--- config.mk ---
export PLATFORM = sky130hd
export DESIGN_NAME = scurve_top
export DESIGN_NICKNAME = d
export VERILOG_FILES = /design/src/hdl/scurve_pkg.sv /design/src/hdl/pulse_sync.sv /design/src/hdl/scurve_apb_regs.sv /design/src/hdl/scurve_counter.sv /design/src/hdl/scurve_fifo.sv /design/src/hdl/scurve_top.sv
export SDC_FILE = /design/constraint.sdc
export NUM_CORES = 1
export LEC_CHECK = 0
export ABC_AREA = 1
export BUFFER_PORTS_ARGS = -buffer_cell sky130_fd_sc_hd__buf_2
export CORE_ASPECT_RATIO = 0.7
export CORE_MARGIN = 4
export CORE_UTILIZATION = 50
export DETAILED_ROUTE_END_ITERATION = 12
export PLACE_DENSITY_LB_ADDON = 0.08
export SLEW_MARGIN = 20
export SYNTH_ARGS = -nofsm -noshare
export SYNTH_HDL_FRONTEND = slang
export SYNTH_HIERARCHICAL = 1
export SYNTH_SLANG_ARGS = --single-unit
--- constraint.sdc ---
create_clock -name clk_n -period 6.1 [get_ports clk_n]
set_input_delay 1.22 -clock clk_n [delete_from_list [all_inputs] [get_ports clk_n]]
set_output_delay 1.22 -clock clk_n [all_outputs]
set_load 0.01 [all_outputs]
--- src/hdl/scurve_pkg.sv ---
`default_nettype none

package scurve_pkg;

  // Injection and trigger counts, also the width of one result word
  typedef logic [15:0] count_t;

  // APB byte address and data word
  typedef logic [3:0]  apb_addr_t;
  typedef logic [31:0] apb_data_t;

  // FIFO occupancy, 0 up to FIFO_DEPTH inclusive
  typedef logic [3:0]  level_t;

  // Counter FSM states
  typedef enum logic [2:0] {
    idle,
    run,
    write_t0,
    write_t1,
    write_t2
  } counter_state_t;

  // Result buffer geometry
  localparam int FIFO_DEPTH       = 8;
  localparam int FIFO_PTR_W       = $clog2(FIFO_DEPTH);
  localparam int WORDS_PER_RESULT = 3;

  // Injections per measurement after reset
  localparam count_t CPT_MAX_RESET = 16'd100;

  // Flops in each input synchronizer
  localparam int SYNC_STAGES = 2;

  // APB register map
  localparam apb_addr_t ADDR_CTRL    = 4'h0;
  localparam apb_addr_t ADDR_CPT_MAX = 4'h4;
  localparam apb_addr_t ADDR_STATUS  = 4'h8;
  localparam apb_addr_t ADDR_DATA    = 4'hC;

endpackage

`default_nettype wire

--- src/hdl/pulse_sync.sv ---
`timescale 1ns/1ps
`default_nettype none

module pulse_sync #(
  parameter bit FALLING = 1'b1
) (
  input  logic clk_n,
  input  logic reset_n,
  input  logic async_in,
  output logic edge_pulse
);
  import scurve_pkg::*;

  logic [SYNC_STAGES-1:0] sync_q;
  logic                   last_q;
  logic                   cur;

  // Newest synchronized sample
  assign cur = sync_q[SYNC_STAGES-1];

  // Reset to the idle level of the line, high for active-low triggers
  always_ff @(posedge clk_n or negedge reset_n) begin
    if (!reset_n) begin
      sync_q <= {SYNC_STAGES{FALLING}};
      last_q <= FALLING;
    end else begin
      sync_q <= {sync_q[SYNC_STAGES-2:0], async_in};
      last_q <= cur;
    end
  end

  // One pulse per transition, however long the line stays at its new level
  always_comb begin
    if (FALLING) begin
      edge_pulse = last_q & ~cur;
    end else begin
      edge_pulse = ~last_q & cur;
    end
  end

endmodule

`default_nettype wire

--- src/hdl/scurve_apb_regs.sv ---
`timescale 1ns/1ps
`default_nettype none

module scurve_apb_regs (
  input  logic                  clk_n,
  input  logic                  reset_n,
  input  scurve_pkg::apb_addr_t paddr,
  input  logic                  psel,
  input  logic                  penable,
  input  logic                  pwrite,
  input  scurve_pkg::apb_data_t pwdata,
  input  logic                  busy,
  input  logic                  done,
  input  scurve_pkg::count_t    rd_data,
  input  logic                  empty,
  input  scurve_pkg::level_t    level,
  output scurve_pkg::apb_data_t prdata,
  output logic                  pready,
  output logic                  pslverr,
  output logic                  start,
  output scurve_pkg::count_t    cpt_max,
  output logic                  rd_en
);
  import scurve_pkg::*;

  logic done_q;
  logic access;
  logic wr_acc;
  logic rd_acc;
  logic mapped;
  logic data_err;

  // Every transfer completes in its access phase
  assign pready = 1'b1;

  assign access = psel && penable;
  assign wr_acc = access && pwrite;
  assign rd_acc = access && !pwrite;

  assign mapped = (paddr == ADDR_CTRL) || (paddr == ADDR_CPT_MAX) ||
                  (paddr == ADDR_STATUS) || (paddr == ADDR_DATA);

  assign data_err = rd_acc && (paddr == ADDR_DATA) && empty;
  assign pslverr  = (access && !mapped) || data_err;

  // Start pulse lands in the access cycle, so busy follows one cycle later
  assign start = wr_acc && (paddr == ADDR_CTRL) && pwdata[0];

  // Pop only on a DATA read that actually returns a word
  assign rd_en = rd_acc && (paddr == ADDR_DATA) && !empty;

  always_comb begin
    case (paddr)
      ADDR_CTRL:    prdata = {30'b0, done_q, busy};
      ADDR_CPT_MAX: prdata = {16'b0, cpt_max};
      ADDR_STATUS:  prdata = {24'b0, level, 3'b0, empty};
      ADDR_DATA:    prdata = empty ? '0 : {16'b0, rd_data};
      default:      prdata = '0;
    endcase
  end

  always_ff @(posedge clk_n or negedge reset_n) begin
    if (!reset_n) begin
      cpt_max <= CPT_MAX_RESET;
    end else if (wr_acc && (paddr == ADDR_CPT_MAX)) begin
      cpt_max <= pwdata[15:0];
    end
  end

  // Sticky done, a completion in the same cycle as a clear wins
  always_ff @(posedge clk_n or negedge reset_n) begin
    if (!reset_n) begin
      done_q <= 1'b0;
    end else if (done) begin
      done_q <= 1'b1;
    end else if (wr_acc && (paddr == ADDR_CTRL) && pwdata[1]) begin
      done_q <= 1'b0;
    end
  end

  a_penable_needs_psel: assert property (
    @(posedge clk_n) disable iff (!reset_n) penable |-> psel
  );

endmodule

`default_nettype wire

--- src/hdl/scurve_counter.sv ---
`timescale 1ns/1ps
`default_nettype none

module scurve_counter (
  input  logic               clk_n,
  input  logic               reset_n,
  input  logic               start,
  input  scurve_pkg::count_t cpt_max,
  input  logic               inj_edge,
  input  logic [2:0]         trig_edge,
  input  logic               full,
  output logic               busy,
  output logic               done,
  output logic               wr_en,
  output scurve_pkg::count_t wr_data
);
  import scurve_pkg::*;

  counter_state_t state;
  count_t         inj_cnt;
  count_t         inj_next;
  count_t         cpt_max_q;
  count_t         trig_cnt [WORDS_PER_RESULT];
  logic           in_write;
  logic           last_inj;
  logic           accept_start;

  assign accept_start = (state == idle) && start;
  assign inj_next     = inj_cnt + count_t'(1);
  assign last_inj     = inj_edge && (inj_next == cpt_max_q);
  assign in_write     = (state == write_t0) || (state == write_t1) || (state == write_t2);
  assign busy         = (state != idle);

  // Hold the current word while the FIFO is full
  assign wr_en = in_write && !full;

  // Result words leave in trigger order
  always_comb begin
    case (state)
      write_t1: wr_data = trig_cnt[1];
      write_t2: wr_data = trig_cnt[2];
      default:  wr_data = trig_cnt[0];
    endcase
  end

  always_ff @(posedge clk_n or negedge reset_n) begin
    if (!reset_n) begin
      state   <= idle;
      inj_cnt <= '0;
      done    <= 1'b0;
    end else begin
      done <= 1'b0;
      case (state)
        idle: begin
          if (start) begin
            inj_cnt <= '0;
            // Zero injections means an empty window
            if (cpt_max == '0) begin
              state <= write_t0;
            end else begin
              state <= run;
            end
          end
        end
        run: begin
          if (inj_edge) begin
            inj_cnt <= inj_next;
            if (last_inj) begin
              state <= write_t0;
            end
          end
        end
        write_t0: begin
          if (wr_en) begin
            state <= write_t1;
          end
        end
        write_t1: begin
          if (wr_en) begin
            state <= write_t2;
          end
        end
        write_t2: begin
          if (wr_en) begin
            state <= idle;
            done  <= 1'b1;
          end
        end
        default: state <= idle;
      endcase
    end
  end

  // Trigger counts include the cycle of the last injection edge
  always_ff @(posedge clk_n) begin
    if (accept_start) begin
      cpt_max_q <= cpt_max;
      for (int i = 0; i < WORDS_PER_RESULT; i++) begin
        trig_cnt[i] <= '0;
      end
    end else if (state == run) begin
      for (int i = 0; i < WORDS_PER_RESULT; i++) begin
        if (trig_edge[i]) begin
          trig_cnt[i] <= trig_cnt[i] + count_t'(1);
        end
      end
    end
  end

  // A stalled word must not change before the FIFO takes it
  a_stall_holds_word: assert property (
    @(posedge clk_n) disable iff (!reset_n) (in_write && full) |=> $stable(wr_data)
  );

  // A longer injection pulse would count one edge twice
  a_inj_edge_single: assert property (
    @(posedge clk_n) disable iff (!reset_n) inj_edge |=> !inj_edge
  );

endmodule

`default_nettype wire

--- src/hdl/scurve_fifo.sv ---
`timescale 1ns/1ps
`default_nettype none

module scurve_fifo (
  input  logic               clk_n,
  input  logic               reset_n,
  input  logic               wr_en,
  input  scurve_pkg::count_t wr_data,
  input  logic               rd_en,
  output scurve_pkg::count_t rd_data,
  output logic               full,
  output logic               empty,
  output scurve_pkg::level_t level
);
  import scurve_pkg::*;

  count_t                mem [FIFO_DEPTH];
  logic [FIFO_PTR_W-1:0] wr_ptr;
  logic [FIFO_PTR_W-1:0] rd_ptr;
  logic                  do_wr;
  logic                  do_rd;

  assign full  = (level == level_t'(FIFO_DEPTH));
  assign empty = (level == '0);
  assign do_wr = wr_en && !full;
  assign do_rd = rd_en && !empty;

  // Show-ahead head
  assign rd_data = mem[rd_ptr];

  always_ff @(posedge clk_n) begin
    if (do_wr) begin
      mem[wr_ptr] <= wr_data;
    end
  end

  // Depth is a power of two so the pointers wrap on their own
  always_ff @(posedge clk_n or negedge reset_n) begin
    if (!reset_n) begin
      wr_ptr <= '0;
      rd_ptr <= '0;
      level  <= '0;
    end else begin
      if (do_wr) begin
        wr_ptr <= wr_ptr + 1'b1;
      end
      if (do_rd) begin
        rd_ptr <= rd_ptr + 1'b1;
      end
      case ({do_wr, do_rd})
        2'b10:   level <= level + level_t'(1);
        2'b01:   level <= level - level_t'(1);
        default: level <= level;
      endcase
    end
  end

  a_no_overflow: assert property (
    @(posedge clk_n) disable iff (!reset_n) wr_en |-> !full
  );

  a_no_underflow: assert property (
    @(posedge clk_n) disable iff (!reset_n) rd_en |-> !empty
  );

endmodule

`default_nettype wire

--- src/hdl/scurve_top.sv ---
`timescale 1ns/1ps
`default_nettype none

module scurve_top (
  input  logic                  clk_n,
  input  logic                  reset_n,
  input  logic                  ext_clk,
  input  logic                  trigger0b,
  input  logic                  trigger1b,
  input  logic                  trigger2b,
  input  scurve_pkg::apb_addr_t paddr,
  input  logic                  psel,
  input  logic                  penable,
  input  logic                  pwrite,
  input  scurve_pkg::apb_data_t pwdata,
  output scurve_pkg::apb_data_t prdata,
  output logic                  pready,
  output logic                  pslverr
);
  import scurve_pkg::*;

  logic       inj_edge;
  logic [2:0] trig_edge;
  logic       start;
  count_t     cpt_max;
  logic       busy;
  logic       done;
  logic       wr_en;
  count_t     wr_data;
  logic       full;
  logic       rd_en;
  count_t     rd_data;
  logic       empty;
  level_t     level;

  // Injection clock idles low and counts on its rising edge
  pulse_sync #(.FALLING(1'b0)) u_sync_inj (
    .clk_n      (clk_n),
    .reset_n    (reset_n),
    .async_in   (ext_clk),
    .edge_pulse (inj_edge)
  );

  // Discriminator outputs are active low
  pulse_sync #(.FALLING(1'b1)) u_sync_trig0 (
    .clk_n      (clk_n),
    .reset_n    (reset_n),
    .async_in   (trigger0b),
    .edge_pulse (trig_edge[0])
  );

  pulse_sync #(.FALLING(1'b1)) u_sync_trig1 (
    .clk_n      (clk_n),
    .reset_n    (reset_n),
    .async_in   (trigger1b),
    .edge_pulse (trig_edge[1])
  );

  pulse_sync #(.FALLING(1'b1)) u_sync_trig2 (
    .clk_n      (clk_n),
    .reset_n    (reset_n),
    .async_in   (trigger2b),
    .edge_pulse (trig_edge[2])
  );

  scurve_counter u_counter (
    .clk_n     (clk_n),
    .reset_n   (reset_n),
    .start     (start),
    .cpt_max   (cpt_max),
    .inj_edge  (inj_edge),
    .trig_edge (trig_edge),
    .full      (full),
    .busy      (busy),
    .done      (done),
    .wr_en     (wr_en),
    .wr_data   (wr_data)
  );

  scurve_fifo u_fifo (
    .clk_n   (clk_n),
    .reset_n (reset_n),
    .wr_en   (wr_en),
    .wr_data (wr_data),
    .rd_en   (rd_en),
    .rd_data (rd_data),
    .full    (full),
    .empty   (empty),
    .level   (level)
  );

  scurve_apb_regs u_regs (
    .clk_n   (clk_n),
    .reset_n (reset_n),
    .paddr   (paddr),
    .psel    (psel),
    .penable (penable),
    .pwrite  (pwrite),
    .pwdata  (pwdata),
    .busy    (busy),
    .done    (done),
    .rd_data (rd_data),
    .empty   (empty),
    .level   (level),
    .prdata  (prdata),
    .pready  (pready),
    .pslverr (pslverr),
    .start   (start),
    .cpt_max (cpt_max),
    .rd_en   (rd_en)
  );

endmodule

`default_nettype wire

==> out/metrics.cfg <==
[setup_path]
path_cells=buf_4 -> inv_2 -> o21ai_0 -> o21ai_1 -> nand2_1 -> nand2_1 -> inv_1 -> nor2_1 -> nand2_1 -> nand2_1 -> inv_1 -> nand2_1 -> buf_2
cp_common_cell=nand2_1
cp_data_arrival_time_ns=2.81
path_max_fanout=34
end_kind=output pin
cp_slowest_cell=inv_2
slowest_delay_ns=0.49
crit_type=flop to output pin
worst_setup_path_start_kind=flop
required_ns=4.88

[drt]
first_pass_iters=5
drt-met1-wl_um=14400
wl_met3_um=2100
routed_via_density=5.28
drtIter0Drc=674
route.detailed.drc=0
wl_met2_um=11900
drt_wl_total_um=29200
ant_nets=0
highest_layer=met4
wl_per_cell_um=17.2
vias=8928

[cells_and_area]
areaGrowthSynthToFinish_pct=10.2
mostFrequentLayoutCell=nand2_1
fillers=2100
stdcell_count=1692
drive_gt1_frac=0.122
insertedDiodeCount=0
final_nets=1409
mostFrequentLayoutCells=406 x nand2_1, 192 x edfxtp_1, 124 x inv_1, 101 x nor2_1, 92 x nand3_1

[pwr]
power_switching_share=0.368
total_power_mw=5.71
clkPwrFrac=0.264
power.leakage_nw=5.82
combPwrFrac=0.307
p_per_area_nw_per_um2=422
power.internal_mw=3.61
p_sw_mw=2.10
ir_worst_vdd_v=0.000363
power.share.sequential=0.429

[flow_run]
cap_violations=0

[clocking]
insertion_delay_ns=0.52
clock-root-buffer=clkbuf_16
cts_buffer_depth=3
cts_tree=done
h-tree-depth=1
hold_buffers=0
cts.sinks=251
path_clk_slew_ns=0.06
postCtsSetupRepairBufs=0
post_cts_resized=0
cts_buffers=26

[floorplanning]
rows=47
die_x_um=195
dieArea_sq_um=27200
coreArea_sq_um=23900
initial_core_util=0.513
ios=79
die_h_um=139

[sta]
finalHoldViolations=0
post-route-period-util=0.661
slew_headroom=0.216
worst_pin_slew_ns=1.18
min_period_ns=4.03
drv_slew=0
clock_skew_ns=0.00904
tns_ns=0
max_clock_freq_mhz=248
rsz0062_at_grt=no
finalSetupViolations=0

[logic_synthesis]
synth_enable_flop_cells=192
avgSynthCellArea_sq_um=9.39
syn_area_sq_um=12300
syn-instance-count=1308
ys_ff_latch=251
postSynth.asyncResetShare=0.235
synth_warnings=6
synth_flop_cell=edfxtp_1
ys_seq_area_frac=0.591
ys_types=45

[global_routing]
grt_pass1_vias=8274
antenna_found_initial=0
globalRouteOverflowTotal=0
grt_max_degree=66
grt_pass1_wl_um=46100
gr-usage-all-layers=0.211

[placed_design]
gp_congestion=0.854
place_inst=1644
io_buffers=45
dp_hpwl_um=19500

[min_path]
hold_path_class=flop to flop

[outcome]
status=complete, no violations

-- synthesized netlist by cell type, types with 12 or more instances --
cell	instances	area, sq um
nor2_1	101	379
o21ai_0	71	355
dfstp_2	12	315
nand4_1	14	87.6
buf_4	23	173
nand3_1	92	460
clkbuf_1	16	60.1
nor2_2	13	81.3
edfxtp_1	192	5770
o21ai_1	30	150
inv_1	124	465
nor3_1	12	60.1
a21oi_1	29	145
nand2_1	406	1520
dfrtp_1	47	1180
-- flip-flops by register name, indices dropped and copies added (netlist names), 2 cells and up --
register and count:
u_counter/cpt_max_q 16, u_counter/inj_cnt 16, u_counter/state 3, u_counter/trig_cnt 48
u_fifo/level 4, u_fifo/mem 128, u_fifo/rd_ptr 3, u_fifo/wr_ptr 3
u_regs/cpt_max 16, u_sync_inj/sync_q 2, u_sync_trig0/sync_q 2, u_sync_trig1/sync_q 2
u_sync_trig2/sync_q 2
-- power by group through the flow --
stage | sequential (mW) | combinational, mW | clock (mW)
CTS | 2.45 | 1.76 | 1.53
global placement | 2.48 | 1.73 | 0
finish | 2.45 | 1.76 | 1.51
detailed placement | 2.48 | 1.75 | 0
global route | 2.48 | 2.00 | 1.62
floorplan | 2.43 | 1.27 | 0
-- worst max-delay path: cells and delay by family, from the launching register on --
family / cells / cell delay, ns
buffers and inverters: 5 / 1.03
AND/OR/NAND/NOR: 6 / 0.54
flip-flops: 1 / 0.36
AO/OA/AOI/OAI: 2 / 0.35
-- metal layers --
layer,GRT usage,vias up
li1,-,4428
met1,0.332,4200
met2,0.298,251
met3,0.0461,49
met4,0.0529,0
met5,0,-
-- metrics by stage --
stage | setup WS [ns] | instance area, sq um | hold slack (ns) | utilization
final | 2.07 | 13500 | 0.354 | 0.566
after global routing | 1.79 | 13500 | 0.367 | 0.566
after CTS | 2.04 | 13500 | 0.358 | 0.566
after detailed placement | 2.31 | 12700 | 0.344 | 0.532
after global placement | 2.32 | 12700 | 0.341 | 0.532
after floorplan | 3.02 | 12300 | 0.331 | -
-- cell families after synthesis --
logic type / share of synthesized area
xor gates and xnor gates: 0.0163
AOI/OAI and AO/OA: 0.0700
and+or+nand+nor: 0.243
DFF: 0.591
other: 0.000611
buffers and inverters: 0.0692
adders and majority gates: 0.0108
-- layout make-up --
class | count | area (sq um) | share of cell area
Clock buffer | 33 | 728 | 0.0538
Tap cell | 318 | 398 | 0.0294
Clock inverter | 15 | 82.6 | 0.00610
Sequential cell | 251 | 7260 | 0.536
Inverter | 128 | 480 | 0.0355
Timing Repair Buffer | 61 | 345 | 0.0255
Multi-Input combinational cell | 886 | 4250 | 0.314
-- path summary, 6_finish.rpt --
path / slack (ns) / startpoint / end / cells after the start
setup / recovery: 2.07 / u_fifo/rd_ptr[1] / prdata[0] / 13
hold / removal: 0.35 / u_sync_inj/sync_q[0] / u_sync_inj/sync_q[1] / 0
setup reg to reg: 2.51 / u_counter/state[1] / u_fifo/mem[6][4] / 10
hold reg to reg: 0.35 / u_sync_inj/sync_q[0] / u_sync_inj/sync_q[1] / 0
max in group asynchronous: 4.67 / reset_n / u_fifo/rd_ptr[0] / 2
min in group asynchronous: 0.85 / reset_n / u_counter/inj_cnt[6] / 2
Note: power is estimated with default switching activity, not from simulation.
